<file path="src/rtl/updi_pkg.sv">
// shared UPDI types and frame tables; covers only the ID-read session (LDCS, ST ptr, REPEAT, LD)
`default_nettype none

package updi_pkg;

	typedef logic [7:0] byte_t;
	typedef logic [23:0] device_id_t;
	typedef logic [1:0] rx_count_t;

	typedef enum logic [1:0] {
		CMD_LDCS_STATUS,
		CMD_ST_PTR_SIG,
		CMD_REPEAT_ID,
		CMD_LD_PTR_INC
	} cmd_t;

	localparam byte_t UPDI_SYNC = 8'h55;
	localparam byte_t UPDI_ACK = 8'h40;
	localparam logic [15:0] SIG_BASE_ADDR = 16'h1100;
	localparam byte_t ID_REPEAT_COUNT = 8'd2;

	// opcodes: LDCS STATUSA, ST ptr (word addr), REPEAT (byte count), LD *(ptr++) byte
	localparam byte_t OP_LDCS_STATUSA = 8'h80;
	localparam byte_t OP_ST_PTR_WORD = 8'h69;
	localparam byte_t OP_REPEAT_BYTE = 8'hA0;
	localparam byte_t OP_LD_PTR_INC = 8'h24;

	// index of the last byte of each frame
	function automatic logic [1:0] frame_last(cmd_t kind);
		case (kind)
			CMD_ST_PTR_SIG: return 2'd3;
			CMD_REPEAT_ID: return 2'd2;
			default: return 2'd1;
		endcase
	endfunction

	function automatic byte_t frame_byte(cmd_t kind, logic [1:0] idx);
		byte_t b;
		b = UPDI_SYNC;
		if (idx != 2'd0) begin
			case (kind)
				CMD_LDCS_STATUS: b = OP_LDCS_STATUSA;
				CMD_ST_PTR_SIG: begin
					// address goes out low byte first
					case (idx)
						2'd1: b = OP_ST_PTR_WORD;
						2'd2: b = SIG_BASE_ADDR[7:0];
						default: b = SIG_BASE_ADDR[15:8];
					endcase
				end
				CMD_REPEAT_ID: b = (idx == 2'd1) ? OP_REPEAT_BYTE : ID_REPEAT_COUNT;
				default: b = OP_LD_PTR_INC;
			endcase
		end
		return b;
	endfunction

endpackage

`default_nettype wire

</file>
<file path="src/rtl/updi_frame_tx.sv">
// writes one fixed UPDI frame per cmd_start; cmd_start must only come while no frame is in flight
`default_nettype none

module updi_frame_tx (
	input logic clk,
	input logic rst,

	input logic cmd_start,
	input updi_pkg::cmd_t cmd_kind,
	output logic tx_done,

	output updi_pkg::byte_t uart_tx_data,
	output logic uart_tx_wr_en,
	input logic uart_tx_full
);

	import updi_pkg::*;

	logic active;
	cmd_t kind_q;
	logic [1:0] byte_idx;
	logic wr;

	// hold the current byte while the FIFO is full
	assign wr = active && !uart_tx_full;
	assign uart_tx_wr_en = wr;
	assign uart_tx_data = frame_byte(kind_q, byte_idx);

	// done in the same cycle the last byte enters the FIFO
	assign tx_done = wr && (byte_idx == frame_last(kind_q));

	always_ff @(posedge clk) begin
		if (rst) begin
			active <= 1'b0;
			byte_idx <= 2'd0;
		end
		else if (cmd_start) begin
			active <= 1'b1;
			byte_idx <= 2'd0;
		end
		else if (wr) begin
			if (tx_done) begin
				active <= 1'b0;
				byte_idx <= 2'd0;
			end
			else begin
				byte_idx <= byte_idx + 2'd1;
			end
		end
	end

	always_ff @(posedge clk) begin
		if (cmd_start) begin
			kind_q <= cmd_kind;
		end
	end

endmodule

`default_nettype wire

</file>
<file path="src/rtl/updi_id_reader.sv">
// UPDI device-ID reader top; needs an external UART with TX/RX FIFOs and a double-break generator
`default_nettype none

module updi_id_reader #(
	parameter int TIMEOUT_CLKS = 1000
) (
	input logic clk,
	input logic rst,

	input logic start,
	output logic busy,
	output logic done,
	output logic fail,
	output updi_pkg::device_id_t device_id,
	input logic phy_error,

	output updi_pkg::byte_t uart_tx_data,
	output logic uart_tx_wr_en,
	input logic uart_tx_full,

	input updi_pkg::byte_t uart_rx_data,
	output logic uart_rx_rd_en,
	input logic uart_rx_empty,

	output logic double_break_start,
	input logic double_break_done
);

	import updi_pkg::*;

	logic cmd_start;
	cmd_t cmd_kind;
	logic tx_done;
	logic rx_start;
	rx_count_t rx_count;
	logic rx_done;
	logic rx_timeout;
	device_id_t rx_data;

	updi_id_sequencer seq_inst (
		.clk(clk),
		.rst(rst),
		.start(start),
		.phy_error(phy_error),
		.busy(busy),
		.done(done),
		.fail(fail),
		.device_id(device_id),
		.double_break_start(double_break_start),
		.double_break_done(double_break_done),
		.cmd_start(cmd_start),
		.cmd_kind(cmd_kind),
		.rx_start(rx_start),
		.rx_count(rx_count),
		.tx_done(tx_done),
		.rx_done(rx_done),
		.rx_timeout(rx_timeout),
		.rx_data(rx_data)
	);

	updi_frame_tx tx_inst (
		.clk(clk),
		.rst(rst),
		.cmd_start(cmd_start),
		.cmd_kind(cmd_kind),
		.tx_done(tx_done),
		.uart_tx_data(uart_tx_data),
		.uart_tx_wr_en(uart_tx_wr_en),
		.uart_tx_full(uart_tx_full)
	);

	// runs alongside the transmitter, started together with each reading frame
	updi_rx_collector #(
		.TIMEOUT_CLKS(TIMEOUT_CLKS)
	) rx_inst (
		.clk(clk),
		.rst(rst),
		.rx_start(rx_start),
		.rx_count(rx_count),
		.rx_done(rx_done),
		.rx_timeout(rx_timeout),
		.rx_data(rx_data),
		.uart_rx_data(uart_rx_data),
		.uart_rx_rd_en(uart_rx_rd_en),
		.uart_rx_empty(uart_rx_empty)
	);

endmodule

`default_nettype wire

</file>
<file path="src/rtl/updi_id_sequencer.sv">
// fixed UPDI ID-read session; any error ends the run with fail, there is no retry
`default_nettype none

module updi_id_sequencer (
	input logic clk,
	input logic rst,

	input logic start,
	input logic phy_error,
	output logic busy,
	output logic done,
	output logic fail,
	output updi_pkg::device_id_t device_id,

	output logic double_break_start,
	input logic double_break_done,

	output logic cmd_start,
	output updi_pkg::cmd_t cmd_kind,
	output logic rx_start,
	output updi_pkg::rx_count_t rx_count,
	input logic tx_done,
	input logic rx_done,
	input logic rx_timeout,
	input updi_pkg::device_id_t rx_data
);

	import updi_pkg::*;

	typedef enum logic [3:0] {
		S_IDLE,
		S_DB_START,
		S_DB_WAIT,
		S_STATUS_CMD,
		S_STATUS_WAIT,
		S_PTR_CMD,
		S_PTR_WAIT,
		S_REPEAT_CMD,
		S_REPEAT_WAIT,
		S_LD_CMD,
		S_LD_WAIT,
		S_DONE,
		S_FAIL
	} seq_state_t;

	seq_state_t state;
	logic tx_pending;
	logic rx_pending;
	logic db_seen;
	logic tx_clear;
	logic step_ok;
	logic running;

	// a step is complete once its frame is out and its response (if any) is in
	assign tx_clear = !tx_pending || tx_done;
	assign step_ok = tx_clear && (!rx_pending || rx_done);
	assign running = busy && !done && !fail;

	always_ff @(posedge clk) begin
		if (rst) begin
			state <= S_IDLE;
			tx_pending <= 1'b0;
			rx_pending <= 1'b0;
			db_seen <= 1'b0;
			device_id <= '0;
		end
		else begin
			// kept across a failed run so a new session never starts mid-frame
			if (cmd_start) begin
				tx_pending <= 1'b1;
			end
			else if (tx_done) begin
				tx_pending <= 1'b0;
			end

			if (rx_start) begin
				rx_pending <= 1'b1;
			end
			else if (rx_done || rx_timeout) begin
				rx_pending <= 1'b0;
			end

			if (state == S_IDLE) begin
				db_seen <= 1'b0;
			end
			else if (double_break_done) begin
				db_seen <= 1'b1;
			end

			if (running && phy_error) begin
				state <= S_FAIL;
			end
			else begin
				case (state)
					S_IDLE: begin
						if (start) begin
							state <= S_DB_START;
						end
					end
					S_DB_START: state <= S_DB_WAIT;
					S_DB_WAIT: begin
						if ((db_seen || double_break_done) && tx_clear) begin
							state <= S_STATUS_CMD;
						end
					end
					S_STATUS_CMD: state <= S_STATUS_WAIT;
					S_STATUS_WAIT: begin
						// STATUSA reads zero when the UPDI link is not up
						if (rx_timeout) begin
							state <= S_FAIL;
						end
						else if (step_ok) begin
							state <= (rx_data[7:0] != 8'h00) ? S_PTR_CMD : S_FAIL;
						end
					end
					S_PTR_CMD: state <= S_PTR_WAIT;
					S_PTR_WAIT: begin
						if (rx_timeout) begin
							state <= S_FAIL;
						end
						else if (step_ok) begin
							state <= (rx_data[7:0] == UPDI_ACK) ? S_REPEAT_CMD : S_FAIL;
						end
					end
					S_REPEAT_CMD: state <= S_REPEAT_WAIT;
					S_REPEAT_WAIT: begin
						if (step_ok) begin
							state <= S_LD_CMD;
						end
					end
					S_LD_CMD: state <= S_LD_WAIT;
					S_LD_WAIT: begin
						if (rx_timeout) begin
							state <= S_FAIL;
						end
						else if (step_ok) begin
							device_id <= rx_data;
							state <= S_DONE;
						end
					end
					default: state <= S_IDLE;
				endcase
			end
		end
	end

	always_comb begin
		busy = (state != S_IDLE);
		done = (state == S_DONE);
		fail = (state == S_FAIL);
		double_break_start = (state == S_DB_START);

		cmd_start = 1'b0;
		cmd_kind = CMD_LDCS_STATUS;
		rx_start = 1'b0;
		rx_count = 2'd1;

		case (state)
			S_STATUS_CMD: begin
				cmd_start = 1'b1;
				rx_start = 1'b1;
			end
			S_PTR_CMD: begin
				// device answers the address bytes with a single ACK
				cmd_start = 1'b1;
				cmd_kind = CMD_ST_PTR_SIG;
				rx_start = 1'b1;
			end
			S_REPEAT_CMD: begin
				cmd_start = 1'b1;
				cmd_kind = CMD_REPEAT_ID;
			end
			S_LD_CMD: begin
				// repeat count plus one signature bytes come back
				cmd_start = 1'b1;
				cmd_kind = CMD_LD_PTR_INC;
				rx_start = 1'b1;
				rx_count = rx_count_t'(ID_REPEAT_COUNT + 8'd1);
			end
			default: begin
				cmd_start = 1'b0;
			end
		endcase
	end

endmodule

`default_nettype wire

</file>
<file path="src/rtl/updi_rx_collector.sv">
// pops 1 to 3 response bytes from a show-ahead RX FIFO; a new rx_start drops any unfinished request
`default_nettype none

module updi_rx_collector #(
	parameter int TIMEOUT_CLKS = 1000
) (
	input logic clk,
	input logic rst,

	input logic rx_start,
	input updi_pkg::rx_count_t rx_count,
	output logic rx_done,
	output logic rx_timeout,
	output updi_pkg::device_id_t rx_data,

	input updi_pkg::byte_t uart_rx_data,
	output logic uart_rx_rd_en,
	input logic uart_rx_empty
);

	import updi_pkg::*;

	localparam int CNT_W = $clog2(TIMEOUT_CLKS + 1);

	logic active;
	rx_count_t remaining;
	logic [CNT_W-1:0] idle_cnt;
	logic pop;

	// no pop in the start cycle, the request is being (re)loaded
	assign pop = active && !uart_rx_empty && !rx_start;
	assign uart_rx_rd_en = pop;

	always_ff @(posedge clk) begin
		if (rst) begin
			active <= 1'b0;
			remaining <= '0;
			idle_cnt <= '0;
			rx_done <= 1'b0;
			rx_timeout <= 1'b0;
		end
		else begin
			rx_done <= 1'b0;
			rx_timeout <= 1'b0;
			if (rx_start) begin
				active <= 1'b1;
				remaining <= rx_count;
				idle_cnt <= '0;
			end
			else if (pop) begin
				remaining <= remaining - 2'd1;
				idle_cnt <= '0;
				if (remaining == 2'd1) begin
					active <= 1'b0;
					rx_done <= 1'b1;
				end
			end
			else if (active) begin
				// idle time is measured per byte, not per request
				if (idle_cnt == CNT_W'(TIMEOUT_CLKS - 1)) begin
					active <= 1'b0;
					rx_timeout <= 1'b1;
				end
				else begin
					idle_cnt <= idle_cnt + 1'b1;
				end
			end
		end
	end

	// earlier bytes end up more significant, unused upper bytes stay zero
	always_ff @(posedge clk) begin
		if (rx_start) begin
			rx_data <= '0;
		end
		else if (pop) begin
			rx_data <= {rx_data[15:0], uart_rx_data};
		end
	end

endmodule

`default_nettype wire

</file>
<file path="config.mk">
export PLATFORM = sky130hd
export DESIGN_NAME = updi_id_reader
export DESIGN_NICKNAME = d
export VERILOG_FILES = /design/src/rtl/updi_pkg.sv /design/src/rtl/updi_frame_tx.sv /design/src/rtl/updi_id_reader.sv /design/src/rtl/updi_id_sequencer.sv /design/src/rtl/updi_rx_collector.sv
export SDC_FILE = /design/constraint.sdc
export NUM_CORES = 1
export LEC_CHECK = 0
export BUFFER_PORTS_ARGS = -buffer_cell sky130_fd_sc_hd__buf_2
export CAP_MARGIN = 20
export CELL_PAD_IN_SITES_DETAIL_PLACEMENT = 1
export CELL_PAD_IN_SITES_GLOBAL_PLACEMENT = 2
export CORE_MARGIN = 3
export CORE_UTILIZATION = 38
export CTS_CLUSTER_SIZE = 24
export DETAILED_ROUTE_END_ITERATION = 7
export GPL_TIMING_DRIVEN = 0
export PLACE_DENSITY_LB_ADDON = 0.08
export SYNTH_ARGS = -nofsm -noshare
export SYNTH_HDL_FRONTEND = slang
export SYNTH_HIERARCHICAL = 1
export SYNTH_SLANG_ARGS = --single-unit
</file>
<file path="constraint.sdc">
create_clock -name clk -period 3.4 [get_ports clk]
set_clock_uncertainty 0.15 [all_clocks]
set_input_delay 0.17 -clock clk [delete_from_list [all_inputs] [get_ports clk]]
set_output_delay 0.17 -clock clk [all_outputs]
set_load 0.02 [all_outputs]
</file>
# ---- After elaboration in Yosys (flattened, before gate mapping)
# Index checks and enable logic that the tools add are counted.
dict set report classes {
  addsub 3
  n_eq_ne 33
  n_mux 38
  n_bitwise 5
  reduce_logical 42
}
# cell count
set op_table {}
lappend op_table {{$mux W4} 12}
lappend op_table {{$pmux W4 S11} 1}
lappend op_table {{$pmux W8 S3} 1}
lappend op_table {{$eq A4 B4 Y1 const B} 5}
lappend op_table {{$ne A3 B1 Y1 const B} 6}
lappend op_table {{$eq A4 B3 Y1 const B} 4}
lappend op_table {{$mux W8} 2}
lappend op_table {{$mux W1} 15}
lappend op_table {{$pmux W7 S2} 1}
lappend op_table {{$ne A4 B1 Y1 const B} 3}
lappend op_table {{$reduce_and A6 Y1} 2}
lappend op_table {{$add A10 B1 Y10 const B} 1}
lappend op_table {{$eq A10 B10 Y1 const B} 1}
lappend op_table {{$reduce_bool A2 Y1} 5}
lappend op_table {{$logic_and A1 B1 Y1} 9}
lappend op_table {{$reduce_or A3 Y1} 3}
lappend op_table {{$eq A4 B2 Y1 const B} 2}
lappend op_table {{$eq A8 B7 Y1 const B} 1}
lappend op_table {{$mux W2} 4}
lappend op_table {{$reduce_bool A8 Y1} 1}
lappend op_table {{$reduce_or A4 Y1} 2}
lappend op_table {{$logic_not A1 Y1} 7}
lappend op_table {{$eq A2 B1 Y1 const B} 3}
lappend op_table {{$pmux W2 S3} 1}
lappend op_table {{other kinds (17)} 29}
dict set report totals {
  reg_bits 75
  inputBits 15
  out_inout_bits 38
  elab_cells 136
}

# ---- Longest topological paths before layout
# Gate-level depths: netlist (run 1).
dict set report depth {
  word_depth 10
  ltp_mapped 10
  ltp_nobuf 9
}

# ---- Modules after synthesis
# The synthesis (run 1) kept the hierarchy.
# module instances cells_per_inst area_each_um2 seq_area_each_um2
set modules_own_cells {}
lappend modules_own_cells {updi_id_sequencer 1 172 1576.5 620.6}
lappend modules_own_cells {updi_rx_collector 1 125 1402.6 780.7}
lappend modules_own_cells {updi_frame_tx 1 46 394.1 120.1}

# ---- Least setup slack after synthesis (run 1)
# No wires, ideal clock.
dict set report synth_timing {
  path_type {register to register}
  startpoint {reg tx_inst.kind_q[0]}
  endpoint {reg seq_inst.state[3]}
  setup_ns 0.086
  arrival_time_ns 2.018
  t_required_ns 3.164
  path_slack_ns 1.146
  stages_incl_launch_ff 10
  path_buffers 0
  synth_period_minus_slack_ns 2.254
  path_cell_list {edfxtp_1 > inv_1 > ha_1 > xnor2_1 > and3_2 > nor2b_1 > a21oi_1 > o32ai_2 > a21oi_2 > a221oi_2}
}
dict set report synth_via {
  elab_chain_len 8
  word_cells_on_any_way 14
  classes_between {eq/ne (8); mux (1); reduce/logical (5)}
}
# item line
set synth_rtl {}
lappend synth_rtl {{from (decl)} updi_frame_tx.sv:20} ;# cmd_t kind_q;
lappend synth_rtl {{from (signal assigned)} updi_frame_tx.sv:54} ;# kind_q <= cmd_kind;
lappend synth_rtl {{$eq A2 B2 Y1 / $eq A2 B1 Y1 (equally long branches)} updi_pkg.sv:30} ;# case (kind)
lappend synth_rtl {{$pmux W2 S2 (*)} updi_pkg.sv:30}
lappend synth_rtl {{$eq A2 B2 Y1 (*)} updi_frame_tx.sv:30} ;# assign tx_done = wr && (byte_idx == frame_last(kind_q));
lappend synth_rtl {{$logic_and A1 B1 Y1 (*)} updi_frame_tx.sv:30}
lappend synth_rtl {{named net tx_done} updi_id_reader.sv:33} ;# logic tx_done;
lappend synth_rtl {{$logic_or A1 B1 Y1 (*)} updi_id_sequencer.sv:55} ;# assign tx_clear = !tx_pending || tx_done;
lappend synth_rtl {{$logic_and A1 B1 Y1 (on tied branches)} {updi_id_sequencer.sv:56, updi_id_sequencer.sv:102}}
lappend synth_rtl {{$ne A4 B1 Y1 (no line) / $ne A3 B1 Y1 (equally long branches)} -}
lappend synth_rtl {{$reduce_and A6 Y1 (no line) (*)} -}
lappend synth_rtl {{to (signal assigned)} updi_id_sequencer.sv:113} ;# state <= (rx_data[7:0] != 8'h00) ? S_PTR_CMD : S_FAIL;
lappend synth_rtl {{to (signal assigned)} updi_id_sequencer.sv:122} ;# state <= (rx_data[7:0] == UPDI_ACK) ? S_REPEAT_CMD : S_FAIL;
lappend synth_rtl {{to (decl)} updi_id_sequencer.sv:46} ;# seq_state_t state;
# Mark *: on every way through the listed nets, which the timed path passes. The rest lies on a longest branch.
# A chain may end at the register's enable or synchronous reset.

# ---- Worst setup path in the final report (run 1)
dict set report layout_timing {
  startpoint {reg seq_inst.state[1]}
  endpoint {out uart_rx_rd_en}
}
dict set report layout_via {
  elab_chain_len 5
  word_cells_on_any_way 7
  classes_between {eq/ne (3); mux (1); reduce/logical (3)}
}
# item line
set layout_rtl {}
lappend layout_rtl {{$eq A4 B2 Y1, or another cell as far along} updi_id_sequencer.sv:158} ;# case (state)
lappend layout_rtl {{$reduce_or A3 Y1 (no line) (*)} -}
lappend layout_rtl {{$mux W1 (*)} updi_id_sequencer.sv:158}
lappend layout_rtl {{named net rx_start} updi_id_reader.sv:34} ;# logic rx_start;
lappend layout_rtl {{$logic_not A1 Y1 (*)} updi_rx_collector.sv:31} ;# assign pop = active && !uart_rx_empty && !rx_start;
lappend layout_rtl {{$logic_and A1 B1 Y1 (*)} updi_rx_collector.sv:31}
lappend layout_rtl {{to (decl)} updi_id_reader.sv:22} ;# output logic uart_rx_rd_en,
# Marked as above.

==> run_results.csv, run 1 <==
group,metric,value,unit
synth,synth-main-ff-cell,"dfxtp_1",
sta,tightest_slew,0.6745,ns
clocking,clockBufferDepth,2,
floorplan,start_util,40.05,%
route,wirelength,8.316,mm
floorplan,ioPinCount,53,
run_status,outcome,"finished clean",
clocking,post_cts_buffers,0,
route,vias,2760,
synth,yosys.cell_count.top_type,"dfxtp_1",
floorplan,rows,33,
clocking,cts_buffers,9,
synth,syn_area,0.003373,mm^2
synth,yosys_warnings,6,
sta,fmax,363.4,MHz
floorplan,die_x,100.2,um
clocking,ctsHoldBuffers,9,
floorplan,core-area,0.008423,mm^2
sta,finalHoldWorstSlack,0.009790,ns
layout,stdcell_area,0.004066,mm^2
clocking,htreeDepth,3,
route,drt_iter0_markers,89,
clocking,cts_tree,"done",
sta,layout_min_cycle_time,2.752,ns
clocking,cts_root_buf,"clkbuf_8",
route,firstDrtPassIters,4,
synth,synth_nets,367,
flow_run,drv_cap,0,
synth,ys_ff_latch,75,
synth,synth_edf_count,2,
sta,drv_slew,0,
floorplan,dieArea,0.01004,mm^2
worst_setup_path,crit_type,"register to output pin",
worst_setup_path,cp-end-kind,"output pin",
layout,diodes,0,
sta,fin_crit_sh,80.93,%
worst_setup_path,cp_data_required_time,3.08,ns
place,preCtsSetupSlack,0.7979,ns
floorplan,die_h,100.2,um
sta,setup_viol,0,
place,numPortBuffers,52,
worst_hold_path,hold_path.class,"primary input to register",
pwr,power_density,760.5,mW/mm^2
global_routing,grt_use_total,17.35,%
worst_setup_path,arrival,2.43,ns
place,placed_area,0.003765,mm^2
global_routing,grt_pass1_wl,13.81,mm
place,place_congestion,0.8463,
synth,synth_top_area_share,43.32,%
clocking,clk_transition_reported_paths,0.08,ns
pwr,ir_drop,297.9,uV
clocking,clk_latency,0.34,ns
sta,rsz0062_at_grt,"no",
sta,fin_setup_tns,0,ns
pwr,power.leakage,0.001844,uW
synth,yosys-top-cells-area,"dfxtp_1, mux2i_1, a22o_1",
clocking,clock_sinks,75,
route,drc,0,
worst_setup_path,crit_path_start_kind,"register",
synth,synth_area_per_cell,9.835,um^2
synth,synthDistinctLibCells,61,
layout,final_layout_size_suffix_gt1_share,23.57,%
worst_setup_path,crit_path_max_fanout,10,
synth,syn_inst,343,
sta,worst_slack,0.6482,ns
global_routing,grt_pass1_vias,2753,
sta,worst_slew_margin_rel,55.03,%
synth,ys_seq_area_share,45.10,%
layout,num-fill-cells,993,
synth,yosys.area.top_type,"dfxtp_1",
synth,synth_common_cells,"dfxtp_1, nor2_1, mux2i_1",
synth,synthArstFlopShare,0,%
sta,hold_violations,0,
place,dp_hpwl,6.030,mm
layout,syn_to_final_growth,20.55,%
global_routing,grt_remaining_overflow,0,
route,vias_per_cell,5.257,
route,ant_nets,0,
layout,nets,439,
clocking,cts_resized,0,
global_routing,grt_max_degree,15,
route,wl_per_cell,15.84,um
global_routing,antenna_found_initial,0,
cell families (layout without fill, tap and decap cells):
logic type / Yosys count / in the layout / synth area share [%]
xor gates and xnor gates: 12 / 12 / 3.116
and+or+nand+nor: 119 / 119 / 17.99
buffers and inverters: 31 / 108 / 5.341
DFF: 75 / 75 / 45.10
other: 1 / 1 / 0.1112
muxes: 26 / 26 / 7.715
AOI/OAI and AO/OA: 70 / 70 / 17.29
adders and majority gates: 9 / 9 / 3.338
registers in the layout, indices dropped and copies added, names as in the netlist, 2 cells and up:
register / flops
tx_inst/kind_q: 2
tx_inst/byte_idx: 2
seq_inst/state: 4
seq_inst/device_id: 24
rx_inst/rx_data: 24
rx_inst/idle_cnt: 10
rx_inst/remaining: 2
critical path: stages, from the launching register on:
cell      delay, ns
dfxtp_1        0.33
buf_6          0.13
clkbuf_1       0.35
o21ai_0        0.17
o211a_1        0.25
nor2_2         0.39
buf_4          0.27
buf_2          0.19
placed cells by master (no fill, tap or decap), types with 2 or more instances in the layout:
| cell type | n |
|---|---|
| edfxtp_1 | 2 |
| nand2b_1 | 6 |
| ha_1 | 9 |
| a211oi_1 | 6 |
| a21o_1 | 2 |
| xor2_1 | 4 |
| buf_6 | 6 |
| or3_1 | 2 |
| buf_4 | 4 |
| clkbuf_8 | 10 |
| nor2_2 | 2 |
| mux2i_1 | 26 |
| a22o_1 | 25 |
| nor2b_1 | 7 |
| nor3_1 | 9 |
| a21oi_1 | 8 |
| clkinvlp_4 | 2 |
| and2_1 | 3 |
| o21ai_0 | 6 |
| clkbuf_1 | 6 |
| nor2_1 | 52 |
| clkinv_4 | 2 |
| dfxtp_1 | 73 |
| xnor2_1 | 8 |
| nand2_1 | 15 |
| a221oi_1 | 4 |
| nand3_1 | 2 |
| nand4_1 | 3 |
| dlygate4sd3_1 | 9 |
| buf_2 | 55 |
| a211o_1 | 2 |
| inv_1 | 12 |
| nor3b_1 | 4 |
final cells by class:
| cell class | instances | area (um^2) | area share [%] |
|---|---|---|---|
| repair buffers | 61 | 350.3 | 8.615 |
| clock inverters | 6 | 73.82 | 1.815 |
| multi-input cells | 237 | 1672 | 41.11 |
| well taps | 105 | 131.4 | 3.231 |
| flip-flops and latches | 75 | 1521 | 37.42 |
| inverters | 12 | 45.04 | 1.108 |
| clock buffers | 10 | 137.6 | 3.385 |
| plain buffers | 19 | 135.1 | 3.323 |
stage by stage:
step	std cells	total power (uW)	util (%)
finish	525	3093	48.28
floorplan	343	2074	-
CTS	525	3117	48.28
detailed placement	500	2380	44.70
global route	525	3303	48.28
global placement	500	2362	44.70
metal layers:
layer / track usage (%) / routed length, um
met1: 23.82 / 4189
met2: 27.22 / 3726
met3: 3.127 / 295
met4: 6.425 / 104
met5: 0 / 0
worst paths after layout:
path	startpoint	slack, ns	endpoint	depth (start not counted)
max	seq_inst/state[1]	0.65	uart_rx_rd_en	7
min	rst	0.01	rx_inst/rx_done	2
max reg2reg	tx_inst/kind_q[0]	0.81	seq_inst/state[3]	9
min reg2reg	rx_inst/remaining[1]	0.32	rx_inst/remaining[1]	2
report_power, final:
group	total [uW]	switching, uW	internal [uW]
combinational	1180	672	509
clock	713	346	366
sequential	1200	147	1050
Note: power is estimated with default switching activity, not from simulation.
==> inputs of run 2 (changes only) <==
--- a/config.mk
+++ b/config.mk
@@ -5,12 +5,13 @@
 export SDC_FILE = /design/constraint.sdc
 export NUM_CORES = 1
 export LEC_CHECK = 0
+export ABC_AREA = 1
 export BUFFER_PORTS_ARGS = -buffer_cell sky130_fd_sc_hd__buf_2
 export CAP_MARGIN = 20
 export CELL_PAD_IN_SITES_DETAIL_PLACEMENT = 1
 export CELL_PAD_IN_SITES_GLOBAL_PLACEMENT = 2
 export CORE_MARGIN = 3
-export CORE_UTILIZATION = 38
+export CORE_UTILIZATION = 32
 export CTS_CLUSTER_SIZE = 24
 export DETAILED_ROUTE_END_ITERATION = 7
 export GPL_TIMING_DRIVEN = 0
==> constraint.sdc (replaced) <==
create_clock -name clk -period 2.8 [get_ports clk]
set_clock_uncertainty 0.15 [all_clocks]
set_input_delay 0.14 -clock clk [delete_from_list [all_inputs] [get_ports clk]]
set_output_delay 0.14 -clock clk [all_outputs]
set_load 0.02 [all_outputs]
==> run 2 against run 1 <==
Net effect:
- via count increased by 19%
- critical endpoint is now seq_inst/device_id[3]
- sequential share of layout area decreased by 2.0 points
- clock power increased by 13%
- synthesized cell count increased by 42%
- wire length increased by 18%
- die area increased by 24%
==> run_results.csv, run 2 <==
group,metric,value,unit
run_status,outcome,"finished clean",
worst_setup_path,critPathLaunch,"tx_inst/kind_q[0]",
synth,yosys.area.top_type,"dfxtp_1",
clocking,clk_transition_reported_paths,0.09,ns
worst_hold_path,hold_path.class,"primary input to register",
layout,post-route-util,40.71,%
synth,yosys_warnings,6,
clocking,htreeDepth,3,
sta,fin_setup_tns,0,ns
sta,worst_slew_margin_rel,55.68,%
floorplan,dieArea,0.01243,mm^2
synth,ys_seq_area_share,42.74,%
worst_setup_path,crit_path_max_fanout,10,
worst_setup_path,cp_cell_sequence,"inv_1, ha_1, clkinv_1, nand2_2, nand2_2, nand3_2, inv_1, inv_1, nand2_1, nand2_1, nor3_4, buf_12, nand2_2, buf_4, nand2_1, a21oi_1",
place,dp.cells,676,
route,vias,3294,
route,wirelength,9.821,mm
worst_setup_path,rrSetupSlack,0.33,ns
worst_setup_path,cp.depth,16,
sta,hold_violations,0,
pwr,power_density,824.0,mW/mm^2
worst_setup_path,cp-end-kind,"register",
place,place_congestion,0.8069,
route,firstDrtPassIters,4,
pwr,power,3540,uW
global_routing,grt_remaining_overflow,0,
route,vias_per_cell,4.686,
synth,synthDistinctLibCells,40,
clocking,cts_tree,"done",
floorplan,core-area,0.01056,mm^2
worst_setup_path,arrival,2.54,ns
clocking,clock_sinks,75,
pwr,power.leakage,0.001848,uW
floorplan,die_h,111.5,um
worst_setup_path,crit_type,"register to register",
flow_run,drv_cap,0,
floorplan,rows,37,
sta,setup_viol,0,
layout,layout_common_cells,"nand2_1, dfxtp_1, inv_1",
synth,synth_edf_count,2,
global_routing,grt_pass1_wl,16.78,mm
route,ant_nets,0,
worst_setup_path,cpMaxStageDelayCell,"edfxtp_1",
route,drc,0,
synth,synthArstFlopShare,0,%
sta,drv_slew,0,
synth,synth_common_cells,"nand2_1, dfxtp_1, inv_1",
clocking,cts_root_buf,"clkbuf_8",
floorplan,start_util,33.72,%
place,numPortBuffers,52,
layout,stdcell_count,703,
synth,synth_nets,512,
floorplan,die_x,111.5,um
layout,nets,586,
place,dp_hpwl,7.447,mm
global_routing,antenna_found_initial,0,
sta,layout_min_cycle_time,2.471,ns
clocking,cts_resized,0,
clocking,cts_buffers,9,
sta,fin_crit_sh,88.24,%
synth,yosys-top-cells-area,"dfxtp_1, nand2_1, inv_1",
synth,yosys.cell_count.top_type,"nand2_1",
synth,syn_area,0.003560,mm^2
layout,syn_to_final_growth,20.70,%
layout,final_common_cell,"nand2_1",
layout,num-fill-cells,1330,
synth,syn_inst,488,
worst_setup_path,crit_path_start_kind,"register",
worst_setup_path,reg2reg_to,"seq_inst/device_id[3]",
route,drt_iter0_markers,117,
synth,ys_ff_latch,75,
global_routing,grt_max_degree,17,
clocking,clockBufferDepth,2,
worst_setup_path,cp_data_required_time,2.87,ns
synth,synth_top_area_share,41.05,%
floorplan,ioPinCount,53,
worst_setup_path,slowest_delay,0.43,ns
global_routing,grt_use_total,16.38,%
worst_setup_path,crit_family,"simple AND/OR/NAND/NOR gates",
sta,rsz0062_at_grt,"no",
layout,top_regs,"rx_inst/rx_data: 24 flops, seq_inst/device_id: 24 flops, rx_inst/idle_cnt: 10 flops",
worst_setup_path,r2r-start,"tx_inst/kind_q[0]",
sta,tightest_slew,0.6648,ns
sta,fmax,404.7,MHz
synth,synth_area_per_cell,7.294,um^2
worst_setup_path,r2r_cells,16,
worst_setup_path,crit_buf_inv,6,
synth,synth-main-ff-cell,"dfxtp_1",
worst_setup_path,crit_end,"seq_inst/device_id[3]",
global_routing,grt_pass1_vias,3355,
pwr,ir_drop,299.3,uV
route,wl_per_cell,13.97,um
layout,diodes,0,
layout,final_layout_size_suffix_gt1_share,20.28,%
clocking,clk_latency,0.34,ns
## run 2: cell count changes after synthesis, sizes merged, moves of 20 or more
cell,previous run,this run
a21oi,9,39
mux2i,26,0
o21ai,6,26
inv,12,69
a22o,25,0
nand2,15,120
nand3,3,37
## run 2: worst min-delay path by stage
| stage | end | cells after the start | slack, ns | startpoint |
|---|---|---|---|---|
| 2_1_floorplan | tx_inst/active | 1 | 0.06 | rst |
| 3_3_place_gp | rx_inst/rx_data[2] | 3 | 0.20 | uart_rx_data[2] |
| 3_5_place_dp | rx_inst/rx_data[4] | 3 | 0.21 | uart_rx_data[4] |
| 4_1_cts | tx_inst/byte_idx[1] | 5 | 0.06 | uart_tx_full |
| 5_1_grt | tx_inst/byte_idx[1] | 5 | 0.07 | uart_tx_full |
| 6_report | tx_inst/byte_idx[1] | 5 | 0.07 | uart_tx_full |
## run 2: kinds of logic after synthesis
group / after synthesis / synth area share [%]
simple gates: 230 / 29.81
buf+inv: 88 / 10.16
xor+xnor: 4 / 0.9841
flops: 75 / 42.74
fa+ha+maj: 9 / 3.164
other cells: 1 / 0.1053
compound gates: 81 / 13.04
## run 2: layout make-up
cell class | instances | area [um^2] | share of cell area, %
well taps | 136 | 170.2 | 3.960
multi-input cells | 325 | 1677 | 39.02
inverters | 73 | 276.5 | 6.436
repair buffers | 63 | 380.4 | 8.853
flip-flops and latches | 75 | 1521 | 35.41
clock inverters | 7 | 62.56 | 1.456
plain buffers | 15 | 85.08 | 1.980
clock buffers | 9 | 123.9 | 2.883
## run 2: where the power goes
| part | internal [uW] | total (uW) | switching (uW) | leakage [uW] |
|---|---|---|---|---|
| combinational | 419 | 1310 | 892 | 0.00114 |
| clock | 344 | 806 | 461 | 0.0000936 |
| sequential | 1280 | 1420 | 146 | 0.000611 |
## run 2: metal layers
metal  track usage (%)  wire length (um)  share of wire [%]  up-vias
met4             3.893                89               0.91        0
met2             26.26              4640                 47       29
met1             22.80              4855                 49     1557
li1                  -                 -                  -     1702
met5                 0                 0                  0        -
met3             3.207               235                2.4        6
## run 2: repair_timing
item / 4_1_cts / 5_1_grt
setup buffers: 0 / 1
hold buffers: 10 / 0
endpoints found under the hold margin: 12 / 0
setup endpoints to repair: 0 / 19
## run 2: stage by stage
step           setup WS [ns]  area, um^2  hold WS (ns)
2_1_floorplan         0.6224        3560       0.05907
3_3_place_gp          0.1724        3990        0.1993
4_1_cts               0.1218        4277       0.05693
5_1_grt               0.1186        4297       0.07026
3_5_place_dp          0.1384        3990        0.2132
6_report              0.3292        4297       0.06575
## run 2: worst min-delay path: stages
cell and delay (ns):
buf_2 0.09, inv_1 0.06, nand2_2 0.06, clkinv_1 0.08, a21oi_1 0.06
==> inputs of run 3 (changes only) <==
--- a/config.mk
+++ b/config.mk
@@ -10,7 +10,6 @@
 export CAP_MARGIN = 20
 export CELL_PAD_IN_SITES_DETAIL_PLACEMENT = 1
 export CELL_PAD_IN_SITES_GLOBAL_PLACEMENT = 2
-export CORE_MARGIN = 3
 export CORE_UTILIZATION = 32
 export CTS_CLUSTER_SIZE = 24
 export DETAILED_ROUTE_END_ITERATION = 7
==> run 3 against run 2 <==
Net effect:
- sequential share of layout area decreased by 0.19 points
- clock-buffer cell count up 2
- power rose by 3.7%
- combinational power hardly changed
- worst hold slack lost 0.029 ns
- sequential power barely moved
- highest routed layer unchanged
==> run_results.csv, run 3 (same netlist as run 2, synthesis figures left out) <==
group,metric,value,unit
clocking,cts_buffers,9,
pwr,power.leakage,0.001861,uW
layout,syn_to_final_growth,21.37,%
clocking,clock_sinks,75,
layout,final_layout_size_suffix_gt1_share,19.96,%
worst_setup_path,crit_path_start_kind,"register",
pwr,power_switching,1448,uW
floorplan,core-area,0.01084,mm^2
global_routing,antenna_found_initial,0,
route,drt_iter0_markers,97,
global_routing,grt_remaining_overflow,0,
pwr,pwr-share-comb,35.1,%
clocking,clockBufferDepth,2,
worst_hold_path,worstHoldPathCells,5,
pwr,power_density,850.1,mW/mm^2
route,ant_nets,0,
layout,nets,585,
pwr,power.share.switching,39.42,%
place,numPortBuffers,52,
floorplan,start_util,32.84,%
floorplan,ioPinCount,53,
place,place_congestion,0.7793,
layout,stdcell_count,706,
global_routing,grt_pass1_vias,3342,
layout,top_regs,"rx_inst/rx_data: 24 flops, seq_inst/device_id: 24 flops, rx_inst/idle_cnt: 10 flops",
pwr,internal-power,2225,uW
sta,worst_slew_margin_rel,56.38,%
sta,hold_violations,0,
pwr,p_clk_share,26.0,%
sta,fin_crit_sh,91.38,%
worst_setup_path,cp-end-kind,"register",
worst_setup_path,r2r_cells,15,
layout,final_common_cell,"nand2_1",
floorplan,die_h,107.5,um
global_routing,grt_pass1_wl,16.37,mm
pwr,seqPwrFrac,38.9,%
clocking,htreeDepth,3,
global_routing,grt_max_degree,14,
run_status,outcome,"finished clean",
clocking,clk_latency,0.35,ns
worst_setup_path,arrival,2.61,ns
clocking,cts_root_buf,"clkbuf_8",
layout,diodes,0,
worst_setup_path,cp_data_required_time,2.85,ns
route,firstDrtPassIters,4,
sta,fin_setup_tns,0,ns
layout,layout_common_cells,"nand2_1, dfxtp_1, inv_1",
global_routing,grt_use_total,18.34,%
route,vias_per_cell,4.633,
sta,drv_slew,0,
route,vias,3271,
floorplan,dieArea,0.01155,mm^2
worst_hold_path,hold_path.class,"primary input to register",
clocking,cts_resized,0,
route,drc,0,
worst_setup_path,crit_type,"register to register",
sta,rsz0062_at_grt,"no",
place,dp_hpwl,7.198,mm
sta,fmax,390.8,MHz
pwr,ir_drop,295.7,uV
floorplan,die_x,107.5,um
sta,tightest_slew,0.6542,ns
floorplan,rows,38,
route,wirelength,9.575,mm
route,wl_per_cell,13.56,um
clocking,cts_tree,"done",
place,dp.cells,680,
sta,layout_min_cycle_time,2.559,ns
sta,setup_viol,0,
flow_run,drv_cap,0,
clocking,clk_transition_reported_paths,0.08,ns
worst_setup_path,crit_path_max_fanout,10,
## run 3: layer usage
metal  vias up  routed length [um]  GRT usage (%)
met2        31                4425          29.40
li1       1702                   -              -
met5         -                   0              0
met3         9                 181          3.450
met1      1529                4865          24.56
met4         0                 103          6.458
## run 3: path summary, 6_finish.rpt
path / slack (ns) / endpoint / startpoint
worst max register to register: 0.24 / seq_inst/device_id[14] / tx_inst/kind_q[0]
worst min register to register: 0.31 / seq_inst/device_id[15] / seq_inst/device_id[15]
worst min-delay path: 0.04 / tx_inst/byte_idx[1] / uart_tx_full
worst max-delay path: 0.24 / seq_inst/device_id[14] / tx_inst/kind_q[0]
## run 3: timing repair
action / CTS / global route
setup endpoints to repair: 0 / 3
buffers inserted: 0 / 0
hold endpoints to repair: 12 / 0
hold buffers: 10 / 0
## run 3: final cells by class
type | instances | area (um^2)
clock buffer | 11 | 141.4
sequential | 75 | 1521
clock inverter | 5 | 83.83
inverter | 73 | 276.5
fill | 1378 | 6520
tap | 140 | 175.2
timing repair buffer | 62 | 360.3
multi-input combinational | 325 | 1677
buffer | 15 | 85.08
## run 3: metrics by stage
stage | cell area [um^2] | hold WS (ns) | power (uW) | util [%] | worst slack (ns)
3_3_place_gp | 3995 | 0.2057 | 2715 | 36.85 | 0.1984
4_1_cts | 4320 | 0.01715 | 3733 | 39.85 | 0.1231
6_report | 4320 | 0.03629 | 3673 | 39.85 | 0.2415
5_1_grt | 4320 | 0.04780 | 3970 | 39.85 | 0.02793
2_1_floorplan | 3560 | 0.05907 | 2366 | - | 0.6224
3_5_place_dp | 3995 | 0.2053 | 2744 | 36.85 | 0.1436
## run 3: worst max-delay path: stages (launching register included)
cell and delay [ns]:
edfxtp_1 0.43, inv_1 0.13, ha_1 0.25, clkinv_1 0.06, nand2_2 0.05, nand2_2 0.07
nand3_2 0.10, inv_1 0.07, inv_1 0.04, nand2_1 0.08, nand2_1 0.12, nor3_4 0.34
nand2_2 0.19, buf_4 0.22, nand2_1 0.06, a21oi_1 0.05
## run 3: power groups by stage
stage	registers (uW)	logic, uW	clock network [uW]
after floorplan	1410	955	0
after global placement	1450	1270	0
after detailed placement	1450	1290	0
after CTS	1430	1310	990
after global routing	1460	1480	1030
final	1430	1290	953
